## src/hdl/mem_bus_pkg.sv

```systemverilog
package mem_bus_pkg;

  // width of one RAM data lane
  localparam int BYTE_W = 8;

  // byte bus carries the widest address, the RAM keeps the low bits
  localparam int ADR_MAX_W = 32;

  // bits needed to count the byte lanes of a word
  localparam int LANE_IDX_W = 2;

  // access size, encoded as the index of the last byte
  typedef enum logic [LANE_IDX_W-1:0] {
    size_byte = 2'd0,
    size_half = 2'd1,
    size_word = 2'd3
  } acc_size_e;

  // byte bus, sequencer to RAM
  typedef struct packed {
    logic                 cyc;
    logic                 stb;
    logic                 we;
    logic [ADR_MAX_W-1:0] adr;
    logic [BYTE_W-1:0]    dat;
  } byte_req_t;

  // byte bus, RAM back to sequencer
  typedef struct packed {
    logic              ack;
    logic [BYTE_W-1:0] dat;
  } byte_rsp_t;

endpackage

```

## src/hdl/cpu_port_pkg.sv

```systemverilog
package cpu_port_pkg;

  // processor data word
  localparam int WORD_W = 32;

  // processor address width
  localparam int CPU_ADR_W = 32;

  // classic wishbone request from a processor port
  typedef struct packed {
    logic                   cyc;
    logic                   stb;
    logic                   we;
    logic [CPU_ADR_W-1:0]   adr;
    logic [WORD_W-1:0]      dat;
    mem_bus_pkg::acc_size_e size;
  } cpu_req_t;

  // response to a processor port
  typedef struct packed {
    logic              ack;
    logic [WORD_W-1:0] dat;
  } cpu_rsp_t;

endpackage

```

## src/hdl/port_arbiter.sv

```systemverilog
`timescale 1ns/1ns

module port_arbiter (
  input  logic                   clk,
  input  logic                   rst,
  input  cpu_port_pkg::cpu_req_t fetch_req_i,
  input  cpu_port_pkg::cpu_req_t data_req_i,
  input  cpu_port_pkg::cpu_rsp_t seq_rsp_i,
  output cpu_port_pkg::cpu_rsp_t fetch_rsp_o,
  output cpu_port_pkg::cpu_rsp_t data_rsp_o,
  output cpu_port_pkg::cpu_req_t seq_req_o
);

  logic                            busy_q;
  // 1 = data port owns the sequencer
  logic                            grant_data_q;
  logic                            fetch_ack_q;
  logic                            data_ack_q;
  logic [cpu_port_pkg::WORD_W-1:0] rsp_dat_q;
  logic                            fetch_pend;
  logic                            data_pend;
  cpu_port_pkg::cpu_req_t          fetch_rd;

  // a port still holding stb in its ack cycle was already served
  assign fetch_pend = fetch_req_i.cyc & fetch_req_i.stb & ~fetch_ack_q;
  assign data_pend  = data_req_i.cyc & data_req_i.stb & ~data_ack_q;

  // fetch is always a word read
  always_comb begin
    fetch_rd      = fetch_req_i;
    fetch_rd.we   = 1'b0;
    fetch_rd.size = mem_bus_pkg::size_word;
  end

  // request path runs from the registered grant
  always_comb begin
    seq_req_o = '0;
    if (busy_q) begin
      seq_req_o = grant_data_q ? data_req_i : fetch_rd;
    end
  end

  always_ff @(posedge clk) begin
    if (!rst) begin
      busy_q       <= 1'b0;
      grant_data_q <= 1'b0;
      fetch_ack_q  <= 1'b0;
      data_ack_q   <= 1'b0;
    end else begin
      // port acks are single cycle pulses
      fetch_ack_q <= 1'b0;
      data_ack_q  <= 1'b0;
      if (!busy_q) begin
        // data port has priority
        if (data_pend) begin
          busy_q       <= 1'b1;
          grant_data_q <= 1'b1;
        end else if (fetch_pend) begin
          busy_q       <= 1'b1;
          grant_data_q <= 1'b0;
        end
      end else if (seq_rsp_i.ack) begin
        // hand the ack to the owner only, then go idle
        busy_q      <= 1'b0;
        fetch_ack_q <= ~grant_data_q;
        data_ack_q  <= grant_data_q;
      end
    end
  end

  // one read data register serves both ports
  always_ff @(posedge clk) begin
    if (busy_q && seq_rsp_i.ack) begin
      rsp_dat_q <= seq_rsp_i.dat;
    end
  end

  assign fetch_rsp_o = '{ack: fetch_ack_q, dat: rsp_dat_q};
  assign data_rsp_o  = '{ack: data_ack_q, dat: rsp_dat_q};

endmodule

```

## config.mk

```make
export PLATFORM = sky130hd
export DESIGN_NAME = port_arbiter
export DESIGN_NICKNAME = d
export VERILOG_FILES = /design/src/hdl/mem_bus_pkg.sv /design/src/hdl/cpu_port_pkg.sv /design/src/hdl/port_arbiter.sv
export SDC_FILE = /design/constraint.sdc
export NUM_CORES = 1
export LEC_CHECK = 0
export ABC_CLOCK_PERIOD_IN_PS = 2000
export BUFFER_PORTS_ARGS = -buffer_cell sky130_fd_sc_hd__buf_2
export CORE_AREA = 2 2 118 120
export DETAILED_ROUTE_END_ITERATION = 10
export DIE_AREA = 0 0 120 122
export SKIP_CTS_REPAIR_TIMING = 1
export SLEW_MARGIN = 25
export SYNTH_ARGS = -nofsm -noshare
export SYNTH_HDL_FRONTEND = slang
export SYNTH_SLANG_ARGS = --single-unit
```

## constraint.sdc

```tcl
create_clock -name clk -period 2 [get_ports clk]
set_input_delay 0.4 -clock clk [delete_from_list [all_inputs] [get_ports clk]]
set_output_delay 0.4 -clock clk [all_outputs]
set_load 0.01 [all_outputs]
```

# After elaboration in Yosys (flattened, before gate mapping)
# Cells that the tools add are included.
totals:
  regBits: 36
  elab_cells: 25
  output_inout_bits: 135
op_classes:
  reduce_logical: 4
  bitwise: 8
  muxes: 8
ops:
  columns: ["cell", "n"]
  rows:
  - ["$mux 69", 2]
  - ["$mux 1", 6]
  - ["$and 1x1->1", 4]
  - ["$not 1->1", 4]
  - ["$reduce_and 3->1", 1]
  - ["$reduce_and 2->1", 1]
  - ["$reduce_bool 2->1", 1]
  - ["$logic_and 1x1->1", 1]

# Logic depth before layout (Yosys ltp)
depth:
  depth_word: 5
  mapped_depth: 4
  mapped_depth_nobuf: 3

# Worst setup path after synthesis
# No wires, ideal clock.
synth_timing:
  path_kind: "flip-flop to flip-flop"
  startpoint: "register busy_q"
  endpoint: "register rsp_dat_q[0] (netlist name), enable pin"
  synth_period_minus_slack_ns: 1.545
  t_arrival_ns: 1.158
  required_time_ns: 1.613
  path_buffers: 1
  slack_ns: 0.455
  setup_ns: 0.387
  stages_incl_launch_ff: 4
  cell_sequence: "dfxtp_1 buf_4 nand2_1 inv_1"
synth_via:
  elab_chain_len: 1
synth_lines:
  columns: ["element", "line", "rtl"]
  rows:
  - ["start: declaration", "port_arbiter.sv:14", "logic busy_q;"]
  - ["start signal: assignment", "port_arbiter.sv:45", "busy_q <= 1'b0;"]
  - ["start signal: assignment", "port_arbiter.sv:56", "busy_q <= 1'b1;"]
  - ["start signal: assignment", "port_arbiter.sv:59", "busy_q <= 1'b1;"]
  - ["$logic_and 1x1->1", "port_arbiter.sv:73", "if (busy_q && seq_rsp_i.ack) begin"]
  - ["end signal: assignment", "port_arbiter.sv:74", "rsp_dat_q <= seq_rsp_i.dat;"]
  - ["end: declaration", "port_arbiter.sv:19", "logic [cpu_port_pkg::WORD_W-1:0] rsp_dat_q;"]
# Every way passes these cells.
# A chain may end at the register's enable or synchronous reset.

==> results.py <==
metrics = {
    "run_status": {
        "status": "completed",
    },
    "synthesis": {
        "synth.area.top_cells": "edfxtp_1 (37%), mux2i_1 (25%), nor2b_1 (16%)",
        "yosysTopAreaCellShare_pct": 36.55,
        "syn_nets": 406,
        "synth_xor_area_share_pct": 0,
        "yosysTopAreaCell": "edfxtp_1",
        "synth-adder-area-share_pct": 0,
        "synth_compound_area_share_pct": 1.333,
        "synth_cell_type_count": 17,
        "yosys_warnings": 0,
        "netlist_instances": 233,
        "synth_area_um2": 2629,
        "synth.ff_latch_count": 36,
        "seq_area_frac_synth_pct": 39.60,
        "yosys.area_share.simple_pct": 17.94,
        "syn_area_per_cell_um2": 11.28,
        "synth_top_family_by_area": "multiplexers",
        "synthMuxAreaShare_pct": 25.13,
    },
    "place": {
        "gp_congestion": 0.7193,
        "dp_hpwl_um": 6875,
        "port_buffers": 304,
        "placedCellCount": 672,
    },
    "power_and_ir_drop": {
        "clkPwrFrac_pct": 32.6,
        "p_int_uw": 1687,
        "sw_frac_of_total_pct": 27.44,
        "pwr-share-seq_pct": 38.0,
        "comb_power_share_pct": 29.4,
        "ir_worst_vdd_mv": 0.2957,
        "leakage_uw": 0.002119,
        "power.density_nw_per_um2": 554.4,
        "power.switching_uw": 637.8,
    },
    "timing": {
        "finalHoldViolCount": 0,
        "fin_tns_setup_ns": 0,
        "fin_crit_sh_pct": 93.60,
        "tightest_slew_ns": 0.4388,
        "setup_viol": 0,
        "timing.fmax_mhz": 534.2,
        "relSlewSlack_pct": 70.75,
        "rsz0062_at_grt": "no",
        "skew_ns": 0.002986,
        "min_period_ns": 1.872,
        "slew_violations": 0,
    },
    "worst_setup_path": {
        "endpoint_kind": "primary output",
        "path_class": "reg -> out",
        "arrival_ns": 1.47,
        "path_max_fanout": 40,
        "required_ns": 1.60,
        "cp-start-kind": "register",
    },
    "clocking": {
        "clk_latency_ns": 0.27,
        "cts_buffers": 5,
        "cts.sinks": 36,
        "htree_levels": 2,
        "clk_pin_slew_worst_paths_ns": 0.06,
        "ctsLongestPathBuffers": 2,
        "cts-root-buf": "clkbuf_16",
        "cts_tree": "yes",
    },
    "drt": {
        "vias": 2617,
        "routed_via_density": 3.849,
        "drt_iter0_markers": 77,
        "ant_nets": 0,
        "wl_per_cell_um": 11.98,
        "drt_wl_total_um": 8146,
        "drc": 0,
        "firstDrtPassIters": 4,
    },
    "global_route": {
        "grt_pass1_vias": 2409,
        "grt_max_degree": 44,
        "track_usage_pct": 9.605,
        "grt.overflow.total": 0,
        "grt_antenna_before_repair": 0,
        "grt_pass1_wl_um": 11240,
    },
    "floorplan": {
        "initial_utilization_pct": 19.47,
        "dieArea_um2": 14640,
        "core.rowCount": 43,
        "core-area_um2": 13500,
        "dieHeight_um": 122,
        "die_x_um": 120,
        "ioPinCount": 308,
    },
    "cells_and_area": {
        "diodes": 0,
        "final_layout_size_suffix_gt1_share_pct": 63.80,
        "syn_to_final_growth_pct": 59.50,
        "nets": 672,
        "stdcell_count": 680,
    },
    "job": {
        "max_cap_violations": 0,
    },
    "min_path": {
        "hold_path_class": "in -> reg",
    },
}
cells in the mapped netlist:
cell       number
a32o_1          1
nand2_1         1
nor3b_1         1
edfxtp_1       32
nand4bb_1       1
mux2i_1        66
nor2b_1        67
a21boi_0        2
and3_1          2
buf_4          35
buf_6           3
inv_1           3
and3b_1         2
clkbuf_1        6
o311a_1         1
buf_8           6
dfxtp_1         4
cell type report:
| class | count | area, µm² |
|---|---|---|
| Fill cell | 1409 | 9311 |
| Timing Repair Buffer | 309 | 1597 |
| Multi-Input combinational cell | 144 | 1167 |
| Sequential cell | 36 | 1046 |
| Tap cell | 180 | 225.2 |
| Clock buffer | 5 | 125.1 |
| Clock inverter | 3 | 21.27 |
| Inverter | 3 | 11.26 |
through the flow:
step                util (%)  hold WS [ns]  instance area [µm²]  worst slack [ns]  power, µW
floorplan                  -        0.4989                 2629            0.4549       1300
global placement       29.96        0.5773                 4046            0.4386       1579
detailed placement     29.96        0.5783                 4046            0.3932       1597
CTS                    31.05        0.2884                 4193           0.09289       2371
global route           31.05        0.2824                 4193           0.05142       2457
finish                 31.05        0.2970                 4193            0.1281       2324
flip-flops by register name, summed over array words and instances (netlist names):
name	flops
busy_q	1
data_ack_q	1
fetch_ack_q	1
grant_data_q	1
rsp_dat_q	32
power by group through the flow:
stage               clock [µW]  sequential, µW  combinational (µW)
global route               820             888                 749
global placement             0             898                 680
floorplan                    0             898                 402
CTS                        789             885                 697
detailed placement           0             901                 696
finish                     757             883                 684
layout by cell type (no fill, tap or decap), drive strengths merged:
cell      instances
edfxtp           32
nor2b            67
and3b             2
o311a             1
nand2             1
inv               4
a32o              1
clkinvlp          1
buf             309
nor3b             1
and3              2
dfxtp             4
clkbuf            5
mux2i            66
nand4bb           1
clkinv            1
a21boi            2
worst max-delay path, stage by stage (launching register included):
cell and delay (ns):
dfxtp_4 0.43, buf_12 0.28, mux2i_1 0.26, nor2b_1 0.06, buf_2 0.14
cell families after synthesis:
group           after synthesis
compound gates                4
buf+inv                      53
flops                        36
mux                          66
simple gates                 74
per-layer routing:
metal / wire [µm] / track usage, %
met2: 4488 / 19.14
met3: 754 / 2.294
met1: 2835 / 10.09
met4: 68 / 2.132
met5: 0 / 0
path summary, 6_finish.rpt:
path,from,endpoint,slack [ns],depth (start not counted)
worst max-delay path,grant_data_q,seq_req_o[15],0.13,4
worst min-delay path,seq_rsp_i[31],rsp_dat_q[31],0.30,1
worst max register to register,busy_q,rsp_dat_q[22],0.47,3
worst min register to register,fetch_ack_q,grant_data_q,0.65,2
Note: power is estimated with default switching activity, not from simulation.
