--- config.mk ---
export PLATFORM = sky130hd
export DESIGN_NAME = byte_sequencer
export DESIGN_NICKNAME = d
export VERILOG_FILES = /design/src/hdl/mem_bus_pkg.sv /design/src/hdl/cpu_port_pkg.sv /design/src/hdl/byte_sequencer.sv
export SDC_FILE = /design/constraint.sdc
export NUM_CORES = 1
export LEC_CHECK = 0
export BUFFER_PORTS_ARGS = -buffer_cell sky130_fd_sc_hd__clkbuf_2
export CAP_MARGIN = 40
export CORE_MARGIN = 3
export CORE_UTILIZATION = 45
export CTS_BUF_LIST = sky130_fd_sc_hd__clkbuf_4 sky130_fd_sc_hd__clkbuf_8
export DETAILED_ROUTE_END_ITERATION = 16
export GPL_TIMING_DRIVEN = 0
export PLACE_DENSITY_LB_ADDON = 0.2
export SYNTH_ARGS = -nofsm -noshare
export SYNTH_HDL_FRONTEND = slang
export SYNTH_SLANG_ARGS = --single-unit
--- constraint.sdc ---
create_clock -name clk -period 1.9 [get_ports clk]
set_clock_uncertainty 0.15 [all_clocks]
set_input_delay 0.095 -clock clk [delete_from_list [all_inputs] [get_ports clk]]
set_output_delay 0.095 -clock clk [all_outputs]
set_load 0.05 [all_outputs]
--- src/hdl/mem_bus_pkg.sv ---
package mem_bus_pkg;

  // width of one RAM data lane
  localparam int BYTE_W = 8;

  // byte bus carries the widest address, the RAM keeps the low bits
  localparam int ADR_MAX_W = 32;

  // bits needed to count the byte lanes of a word
  localparam int LANE_IDX_W = 2;

  // access size, encoded as the index of the last byte
  typedef enum logic [LANE_IDX_W-1:0] {
    size_byte = 2'd0,
    size_half = 2'd1,
    size_word = 2'd3
  } acc_size_e;

  // byte bus, sequencer to RAM
  typedef struct packed {
    logic                 cyc;
    logic                 stb;
    logic                 we;
    logic [ADR_MAX_W-1:0] adr;
    logic [BYTE_W-1:0]    dat;
  } byte_req_t;

  // byte bus, RAM back to sequencer
  typedef struct packed {
    logic              ack;
    logic [BYTE_W-1:0] dat;
  } byte_rsp_t;

endpackage

--- src/hdl/cpu_port_pkg.sv ---
package cpu_port_pkg;

  // processor data word
  localparam int WORD_W = 32;

  // processor address width
  localparam int CPU_ADR_W = 32;

  // classic wishbone request from a processor port
  typedef struct packed {
    logic                   cyc;
    logic                   stb;
    logic                   we;
    logic [CPU_ADR_W-1:0]   adr;
    logic [WORD_W-1:0]      dat;
    mem_bus_pkg::acc_size_e size;
  } cpu_req_t;

  // response to a processor port
  typedef struct packed {
    logic              ack;
    logic [WORD_W-1:0] dat;
  } cpu_rsp_t;

endpackage

--- src/hdl/byte_sequencer.sv ---
`timescale 1ns/1ns

module byte_sequencer #(
  parameter int ADDR_W = 10
) (
  input  logic                   clk,
  input  logic                   rst,
  input  cpu_port_pkg::cpu_req_t seq_req_i,
  input  mem_bus_pkg::byte_rsp_t ram_rsp_i,
  output cpu_port_pkg::cpu_rsp_t seq_rsp_o,
  output mem_bus_pkg::byte_req_t ram_req_o
);

  localparam int LANE_W = mem_bus_pkg::LANE_IDX_W;
  localparam int BYTE_W = mem_bus_pkg::BYTE_W;
  localparam int WORD_W = cpu_port_pkg::WORD_W;
  localparam int PAD_W  = mem_bus_pkg::ADR_MAX_W - ADDR_W;

  // control state
  logic              busy_q;
  logic              ack_q;
  logic [LANE_W-1:0] cnt_q;

  // request held for the whole access
  logic [LANE_W-1:0] last_q;
  logic              we_q;
  logic [ADDR_W-1:0] adr_q;
  logic [WORD_W-1:0] wdat_q;
  logic [WORD_W-1:0] rdat_q;

  logic              start;
  logic              byte_done;
  logic              final_byte;

  // new request only once the previous ack has been seen
  assign start      = ~busy_q & ~ack_q & seq_req_i.cyc & seq_req_i.stb;
  assign byte_done  = busy_q & ram_rsp_i.ack;
  // size value is the last byte index
  assign final_byte = byte_done & (cnt_q == last_q);

  always_ff @(posedge clk) begin
    if (!rst) begin
      busy_q <= 1'b0;
      ack_q  <= 1'b0;
      cnt_q  <= '0;
    end else begin
      // ack goes out the cycle after the last byte ack
      ack_q <= final_byte;
      if (start) begin
        busy_q <= 1'b1;
        cnt_q  <= '0;
      end else if (final_byte) begin
        busy_q <= 1'b0;
      end else if (byte_done) begin
        cnt_q <= cnt_q + 1'b1;
      end
    end
  end

  always_ff @(posedge clk) begin
    if (start) begin
      adr_q  <= seq_req_i.adr[ADDR_W-1:0];
      wdat_q <= seq_req_i.dat;
      we_q   <= seq_req_i.we;
      last_q <= seq_req_i.size;
      // lanes above the access size read as zero
      rdat_q <= '0;
    end else if (byte_done) begin
      // next byte at the next address
      adr_q <= adr_q + 1'b1;
      if (!we_q) begin
        // little endian, byte n goes to lane n
        rdat_q[cnt_q*BYTE_W +: BYTE_W] <= ram_rsp_i.dat;
      end
    end
  end

  // stb stays up across the ack, the RAM re-arms once its ack clears
  // so every byte cycle is two clocks
  always_comb begin
    ram_req_o = '0;
    if (busy_q) begin
      ram_req_o.cyc = 1'b1;
      ram_req_o.stb = 1'b1;
      ram_req_o.we  = we_q;
      ram_req_o.adr = {{PAD_W{1'b0}}, adr_q};
      // write data lowest byte first
      ram_req_o.dat = wdat_q[cnt_q*BYTE_W +: BYTE_W];
    end
  end

  // writes return zero data
  assign seq_rsp_o = '{ack: ack_q, dat: rdat_q};

endmodule

== Word level (Yosys, flattened, before mapping) ==
Cells that the tools add are included.

* Register bits: 81
* Bits of input ports: 80
* Output and inout port bits: 76

* Add/sub/neg operators: 3
* Equality and inequality tests: 1
* Shifts and indexed selects: 3
* Mux-type cells: 6
* Bitwise logic cells: 10
* Reduce and logical (&&, ||, !) cells: 5

{| class="wikitable"
|+ Operators by type and width
! operator !! count
|-
| $mux 43 || 1
|-
| $neg 5->34 || 1
|-
| $shift 8x34->32 const A || 1
|-
| $shiftx 8x34->32 || 1
|-
| $bwmux 32 || 1
|-
| $shiftx 32x6->8 || 1
|-
| $mux 10 || 2
|-
| $add 10x1->10 const B || 1
|-
| $and 1x1->1 || 5
|-
| $not 1->1 || 5
|-
| $reduce_and 2->1 || 2
|-
| $reduce_bool 2->1 || 2
|-
| $add 2x1->2 const B || 1
|-
| $eq 2x2->1 || 1
|-
| $mux 1 || 2
|-
| $reduce_or 2->1 || 1
|}

== Depth between registers and ports, before layout ==
Gate-level depths: netlist of run 1.

* Word-level depth: 5
* Depth in mapped cells: 9

== Worst setup path after synthesis of run 1 ==
OpenSTA, ideal clock, no wires.

* Kind: flip-flop to flip-flop
* From: register cnt_q[1]
* To: register rdat_q[21]
* Arrival time: 1802 ps
* Required time: 1673 ps
* Slack: -129 ps
* Stages on the path, launching flop included: 7
* Path buffers: 1
* Clock period less this slack: 2029 ps
* Cells stage by stage: dfxtp_1 clkbuf_1 inv_1 ha_1 nor4b_4 nand3_1 a21oi_1

* Word-level cells in the longest chain between the ends: 3
* Elaborated cells between the ends (all ways): 4
* Those cells by class: 1 x add/sub; 2 x shift; 1 x mux

{| class="wikitable"
|+ Ends and longest elaborated chain
! item !! line !! RTL
|-
| from (decl) || byte_sequencer.sv:22 || <nowiki>logic [LANE_W-1:0] cnt_q;</nowiki>
|-
| from (signal assigned) || byte_sequencer.sv:55 || <nowiki>cnt_q <= cnt_q + 1'b1;</nowiki>
|-
| $neg 5->34 (*) || byte_sequencer.sv:73 || <nowiki>rdat_q[cnt_q*BYTE_W +: BYTE_W] <= ram_rsp_i.dat;</nowiki>
|-
| $shiftx 8x34->32 / $shift 8x34->32 (equally long branches) || byte_sequencer.sv:73 ||
|-
| $bwmux 32 (*) || byte_sequencer.sv:73 ||
|-
| to (signal, indexed assignment) || byte_sequencer.sv:73 ||
|-
| to (decl) || byte_sequencer.sv:29 || <nowiki>logic [WORD_W-1:0] rdat_q;</nowiki>
|}

Every way passes the cells marked *; elsewhere a longest branch is shown, timed or not.
A chain may end at the register's enable or synchronous reset.

==> run metrics, run 1 <==
result of the run=finished, violations left; failing checks=negative setup slack; leakage power of the design=2.332 nW; Remaining DRCs=0; Max rail drop VDD=0.5844 mV; vias per inst=4.865; Clock Pin Slew Worst Setup and Hold Paths=0.09 ns; cell area reported after detailed placement=4531 µm²; CP startpoint kind=flop; maximum level of the CTS H-tree=3; number of max-slew violations in the final report=0; Routed wire per std cell=14.59 µm; number of buffers between clock root and the deepest sink=2; time the worst path needs with I/O delays and setup=2.007 ns; highest net fanout along the worst path=8; Total Routed Length=9.410 mm; final non-filler cell area=5539 µm²; initial core utilization=47.41%; DP HPWL=6.118 mm; clock latency of the later-clocked register in the worst-skew pair=0.34 ns; overall die height=97.17 µm; Root Buffer Master=sky130_fd_sc_hd__clkbuf_8; number of detailed-routing iterations run before antenna repair=4; number of instances in the synthesized netlist=331; post-synthesis register bit count=81; worst-case setup slack after placement=-0.2593 ns; Hold Crit Class=input pin to flop; Setup TNS=-0.6964 ns; required time worst endpoint=1.65 ns; Avg Cell Area, Syn=11.30 µm²; synthesis-to-layout area growth=48.11%; nature of the critical path endpoint=output pin; number of placement rows=32; number of diodes added for antenna fixing=0; number of nets in the finished design=624; Final Hold Fails=0; I/O Buffers=110; Inserted Clock Buffers=9; gp weighted congestion=0.8007; start point of the worst hold path=seq_req_i[67]; vias in the first global route=3249; WS Path Type=flop to output pin; number of vias in the routed layout=3138; peak clock frequency supported by timing=498.2 MHz; setup repair after global routing missed its margin=yes; largest net degree at the start of global routing=45; Crit path arrival time=1.76 ns; total power per unit cell area=749.5 nW/µm²; distinct cell type count of the synthesized netlist=38; share of synthesized area occupied by flip-flops and latches=55.40%; placeable core region=7888 µm²; total clock sinks=81; overall power consumption=4.152 mW; count of yosys warnings during synthesis=0; Antenna Violating Nets Remaining=0; Ports=156; Post-Syn Area=3740 µm²; Iteration-0 DRC Markers=87; Setup Viol. Count Final=14; fraction of post-synthesis cell area in the top cell type by area=36.13%; cell type with the highest aggregate area in the netlist=sky130_fd_sc_hd__edfxtp_1; area of the die=9441 µm²; remaining global-route overflow=0; Overall Global Routing Usage=20.22%; Max Cap Violations=0; die extent in x=97.17 µm; antenna violations before repair=0; launching element of the worst setup path=cnt_q[0]; fraction of layout instances using a drive strength above 1=38.49%; final critical-path share of the clock period=105.6%; largest cells by area after synthesis=sky130_fd_sc_hd__edfxtp_1 36%, sky130_fd_sc_hd__dfxtp_1 19%, sky130_fd_sc_hd__nand3_1 5.8%, sky130_fd_sc_hd__mux4_1 5.6%, sky130_fd_sc_hd__buf_4 5.0%; worst reg2reg path startpoint=cnt_q[0]; TritonCTS clock tree=built; global-route wire length before repair=15.35 mm; min setup slack post-route=-0.1073 ns
-- stage by stage --
stage,cells,hold slack [ns],utilization (%)
3_5_place_dp,565,0.1236,57.44
3_3_place_gp,564,0.1214,57.19
6_report,645,0.06681,70.23
2_1_floorplan,352,0.04387,-
4_1_cts,636,0.09254,69.02
5_1_grt,645,0.1125,70.23
-- final cells by class --
| cell class | count | area, µm² |
|---|---|---|
| Timing Repair Buffer | 178 | 1304 |
| Tap cell | 102 | 127.6 |
| Clock buffer | 9 | 123.9 |
| Sequential cell | 81 | 2078 |
| Multi-Input combinational cell | 223 | 1485 |
| Clock inverter | 7 | 93.84 |
| Inverter | 5 | 22.52 |
| Buffer | 40 | 304.0 |
| Fill cell | 593 | 2349 |
-- cells by family (layout without fill, tap and decap cells) --
| kind of cell | count (synthesis) | in the layout | share of synthesized area (%) |
|---|---|---|---|
| multiplexers | 10 | 10 | 6.156 |
| XOR/XNOR | 5 | 5 | 1.171 |
| AND/OR/NAND/NOR | 136 | 136 | 20.61 |
| flip-flops | 81 | 81 | 55.40 |
| adder cells (fa/ha/maj) | 6 | 6 | 2.007 |
| AO/OA/AOI/OAI | 44 | 44 | 6.256 |
| other | 1 | 22 | 0.1003 |
| buffers and inverters | 48 | 239 | 8.296 |
-- power by group --
| part | total, mW | internal [mW] | leakage, nW | switching [mW] |
|---|---|---|---|---|
| clock network | 1.38 | 0.741 | 0.107 | 0.641 |
| logic | 0.787 | 0.326 | 1.51 | 0.461 |
| registers | 1.98 | 1.94 | 0.713 | 0.0453 |
-- timing repair --
| action | 4_1_cts | 5_1_grt |
|---|---|---|
| endpoints found under the hold margin | 79 | 0 |
| setup buffers | 4 | 9 |
| hold buffers | 54 | 0 |
| endpoints found under the setup margin | 69 | 93 |
| gates resized for setup | 37 | 32 |
| cloned | 0 | 0 |
| pin swaps | 5 | 8 |
-- state kept, by name, indices dropped and copies added, names as in the netlist --
| register | count |
|---|---|
| rdat_q | 32 |
| wdat_q | 32 |
| adr_q | 10 |
| cnt_q | 2 |
| last_q | 2 |
| ack_q | 1 |
| busy_q | 1 |
| we_q | 1 |
-- synth_stat cells (all sizes together) --
| master | count |
|---|---|
| xnor2 | 4 |
| nor2b | 1 |
| nand4b | 4 |
| a21oi | 34 |
| clkbuf | 7 |
| conb | 1 |
| xor2 | 1 |
| and4bb | 1 |
| nor3b | 2 |
| dfxtp | 36 |
| edfxtp | 45 |
| or4 | 5 |
| nor2 | 2 |
| ha | 6 |
| nor4b | 2 |
| buf | 36 |
| and4b | 4 |
| nand3 | 43 |
| mux4 | 8 |
| o21ai | 4 |
| nand4 | 2 |
| inv | 5 |
| and3b | 2 |
| o31ai | 1 |
| a31oi | 1 |
| mux2i | 2 |
| nand4bb | 1 |
| o211ai | 4 |
| and2 | 20 |
| nand2 | 47 |
-- layer usage --
| layer | vias to the layer above | GRT usage [%] | wire length (µm) |
|---|---|---|---|
| li1 | 1557 | - | - |
| met1 | 1433 | 23.71 | 3816 |
| met2 | 135 | 35.08 | 4725 |
| met3 | 13 | 5.599 | 736 |
| met4 | 0 | 7.775 | 130 |
| met5 | - | 0 | 0 |
-- placed cells by master, fill, tap and decap left out, types with 2 or more instances in the layout --
| cell | count |
|---|---|
| sky130_fd_sc_hd__conb_1 | 22 |
| sky130_fd_sc_hd__nand4_1 | 2 |
| sky130_fd_sc_hd__o21ai_0 | 4 |
| sky130_fd_sc_hd__mux2i_1 | 2 |
| sky130_fd_sc_hd__xnor2_1 | 4 |
| sky130_fd_sc_hd__ha_4 | 2 |
| sky130_fd_sc_hd__clkbuf_2 | 97 |
| sky130_fd_sc_hd__edfxtp_1 | 45 |
| sky130_fd_sc_hd__nor2_1 | 2 |
| sky130_fd_sc_hd__clkbuf_4 | 5 |
| sky130_fd_sc_hd__nand3_1 | 43 |
| sky130_fd_sc_hd__and4b_1 | 3 |
| sky130_fd_sc_hd__nor4b_4 | 2 |
| sky130_fd_sc_hd__and2_1 | 12 |
| sky130_fd_sc_hd__dfxtp_2 | 2 |
| sky130_fd_sc_hd__dfxtp_1 | 33 |
| sky130_fd_sc_hd__buf_4 | 38 |
| sky130_fd_sc_hd__nand4b_1 | 4 |
| sky130_fd_sc_hd__buf_2 | 9 |
| sky130_fd_sc_hd__nand2_1 | 46 |
| sky130_fd_sc_hd__o211ai_1 | 4 |
| sky130_fd_sc_hd__mux4_2 | 7 |
| sky130_fd_sc_hd__dlygate4sd3_1 | 54 |
| sky130_fd_sc_hd__inv_1 | 3 |
| sky130_fd_sc_hd__clkbuf_1 | 2 |
| sky130_fd_sc_hd__or4_1 | 5 |
| sky130_fd_sc_hd__bufinv_16 | 2 |
| sky130_fd_sc_hd__clkinvlp_4 | 2 |
| sky130_fd_sc_hd__and2_4 | 8 |
| sky130_fd_sc_hd__buf_8 | 10 |
| sky130_fd_sc_hd__a21oi_1 | 33 |
| sky130_fd_sc_hd__ha_1 | 4 |
| sky130_fd_sc_hd__clkbuf_8 | 9 |
-- worst paths after layout --
kind,to,slack [ns],cells past startpoint
max,ram_req_o[7],-0.11,5
min,cnt_q[1],0.07,4
max reg2reg,rdat_q[26],-0.07,7
min reg2reg,rdat_q[0],0.30,2
-- critical path: stages, from the launching register on --
cell and delay (ns):
sky130_fd_sc_hd__dfxtp_2 0.35, sky130_fd_sc_hd__buf_8 0.13, sky130_fd_sc_hd__buf_8 0.11, sky130_fd_sc_hd__mux4_2 0.48
sky130_fd_sc_hd__and2_4 0.17, sky130_fd_sc_hd__clkbuf_16 0.17
No activity file was read; power rests on OpenSTA's default activity.
==> run 2: changes to the inputs <==
CAP_MARGIN = default   (was 40)
MAX_ROUTING_LAYER = met4   (was default)
==> run metrics, run 2 (same netlist as run 1, synthesis figures left out) <==
result of the run=finished, violations left; failing checks=negative setup slack; number of placement rows=32 (unchanged); clock share of power=33.1% (-0.2 points); antenna violations before repair=0 (unchanged); worst reg2reg path startpoint=cnt_q[0]; Antenna Violating Nets Remaining=0 (unchanged); switching power as a share of total power=27.25% (-0.38 points); vias per inst=4.806 (-1.2%); Clock Pin Slew Worst Setup and Hold Paths=0.08 ns (about the same); Total Routed Length=9.111 mm (-3.2%); worst reg2reg setup slack=-0.05 ns (+0.02 ns); share of the core filled with cells in the final layout=69.89% (-0.33 points); required time worst endpoint=1.65 ns (about the same); initial core utilization=47.41% (unchanged); TritonCTS clock tree=built; maximum level of the CTS H-tree=3 (unchanged); Iteration-0 DRC Markers=101 (+16%); fraction of layout instances using a drive strength above 1=37.17% (-1.3 points); total power per unit cell area=747.7 nW/µm² (-0.24%); min setup slack post-route=-0.1043 ns (+0.003011 ns); WS Path Type=flop to output pin; Routed wire per std cell=14.24 µm (-2.4%); gp weighted congestion=0.8122 (+1.4%); terminus of the critical flop-to-flop path=rdat_q[25]; number of buffers between clock root and the deepest sink=2 (unchanged); Ports=156 (unchanged); number of nets in the finished design=619 (-0.80%); Root Buffer Master=sky130_fd_sc_hd__clkbuf_8; Max rail drop VDD=0.5237 mV (-10%); highest net fanout along the worst path=8 (unchanged); Int Pwr=2.998 mW (-0.19%); highest-count cells in the layout ignoring fill and taps=92 x sky130_fd_sc_hd__clkbuf_2, 54 x sky130_fd_sc_hd__dlygate4sd3_1, 46 x sky130_fd_sc_hd__nand2_1, 45 x sky130_fd_sc_hd__edfxtp_1, 43 x sky130_fd_sc_hd__nand3_1; Hold Crit Class=input pin to flop; number of max-slew violations in the final report=0 (unchanged); commonest non-fill, non-tap cell in the layout=sky130_fd_sc_hd__clkbuf_2; switching pwr=1.123 mW (-2.1%); critical-path cell with the highest stage delay=sky130_fd_sc_hd__mux4_2; Inserted Clock Buffers=9 (unchanged); final critical-path share of the clock period=105.5% (-0.16 points); Reg2Reg Depth=7 (unchanged); number of detailed-routing iterations run before antenna repair=5 (+1); peak per-stage delay on the critical path=0.48 ns (about the same); peak clock frequency supported by timing=498.9 MHz (+0.15%); fill cell count=590 (-0.51%); sequential share of power=48.1% (+0.3 points); setup repair after global routing missed its margin=yes; placeable core region=7888 µm² (unchanged); time the worst path needs with I/O delays and setup=2.004 ns (-0.003011 ns); Largest regs=rdat_q: 32 flops, wdat_q: 32 flops, adr_q: 10 flops; Remaining DRCs=0 (unchanged); Max Cap Violations=0 (unchanged); area of the die=9441 µm² (unchanged); Final Hold Fails=0 (unchanged); remaining global-route overflow=0 (unchanged); die extent in x=97.17 µm (unchanged); Overall Global Routing Usage=20.69% (+0.47 points); global-route wire length before repair=15.35 mm (about the same); vias in the first global route=3186 (-1.9%); largest net degree at the start of global routing=45 (unchanged); total clock sinks=81 (unchanged); number of vias in the routed layout=3076 (-2.0%); critical path capture point=ram_req_o[7]; DP HPWL=6.093 mm (-0.40%); leakage power of the design=2.312 nW (-0.84%); number of diodes added for antenna fixing=0 (unchanged); clock latency of the later-clocked register in the worst-skew pair=0.34 ns (about the same); cells traversed along the worst timing path=buf_8, buf_8, mux4_2, and2_4, clkbuf_16; Logic pwr share=18.8% (-0.2 points); synthesis-to-layout area growth=47.41%; register area=2076 µm² (-0.12%); Most common cell on crit path=sky130_fd_sc_hd__buf_8; overall power consumption=4.122 mW (-0.72%); Setup Viol. Count Final=21 (+7); I/O Buffers=110 (unchanged); nature of the critical path endpoint=output pin; launching element of the worst setup path=cnt_q[0]; CP startpoint kind=flop; multi-input combinational cell area=1488 µm² (+0.17%); Crit path arrival time=1.76 ns (about the same); overall die height=97.17 µm (unchanged)
==> run 2: repair_timing <==
action | 4_1_cts | 5_1_grt
hold endpoints to repair | 79 | 0
pin swaps | 5 | 5
gates resized for setup | 42 | 34
buffers inserted | 4 | 5
setup endpoints to repair | 96 | 57
cloned | 0 | 0
hold buffers | 54 | 0
==> run 2: cell type report <==
type	instances	share of cell area, %
plain buffers	40	5.742
clock buffers	9	2.247
clock inverters	7	1.702
inverters	5	0.3404
multi-input cells	223	26.99
flip-flops and latches	81	37.65
well taps	102	2.315
repair buffers	173	23.01
==> run 2: worst min path at each step <==
stage,slack [ns],cells after the start,endpoint,startpoint
2_1_floorplan,0.04,0,last_q[0],seq_req_i[0]
3_3_place_gp,0.12,1,wdat_q[1],seq_req_i[3]
3_5_place_dp,0.12,1,wdat_q[9],seq_req_i[11]
4_1_cts,0.09,4,cnt_q[0],seq_req_i[67]
5_1_grt,0.13,4,cnt_q[0],seq_req_i[67]
6_report,0.10,4,cnt_q[1],seq_req_i[67]
==> run 2: metrics by stage <==
stage,hold slack (ns),setup TNS (ns),setup slack (ns),std cells,cell area [µm²]
after floorplan,0.04387,0,0.003061,352,3832
after global placement,0.1214,-18.87,-0.3754,564,4511
after detailed placement,0.1236,-21.36,-0.4024,564,4511
after CTS,0.08520,-1.321,-0.1226,635,5438
after global routing,0.1331,-3.788,-0.1647,640,5513
final,0.1040,-1.092,-0.1043,640,5513
==> run 2: per-layer routing <==
metal | up-vias | global-route usage, % | wire (µm)
met2 | 106 | 34.29 | 4552
met3 | 5 | 5.528 | 587
met4 | 0 | 5.184 | 61
met1 | 1413 | 25.24 | 3908
li1 | 1552 | - | -
met5 | - | - | 0
==> run 2: critical path: cells and delay by family (launching register included) <==
kind                   cells  cell delay, ns
flip-flops                 1            0.36
multiplexers               1            0.48
AND/OR/NAND/NOR            1            0.16
buffers and inverters      3            0.41
==> run 2: power by group through the flow <==
| stage | sequential (mW) | combinational (mW) | clock, mW |
|---|---|---|---|
| 3_5_place_dp | 2.02 | 0.619 | 0 |
| 4_1_cts | 1.98 | 0.747 | 1.39 |
| 5_1_grt | 1.99 | 0.834 | 1.49 |
| 3_3_place_gp | 2.02 | 0.611 | 0 |
| 2_1_floorplan | 2.05 | 0.421 | 0 |
| 6_report | 1.98 | 0.774 | 1.37 |
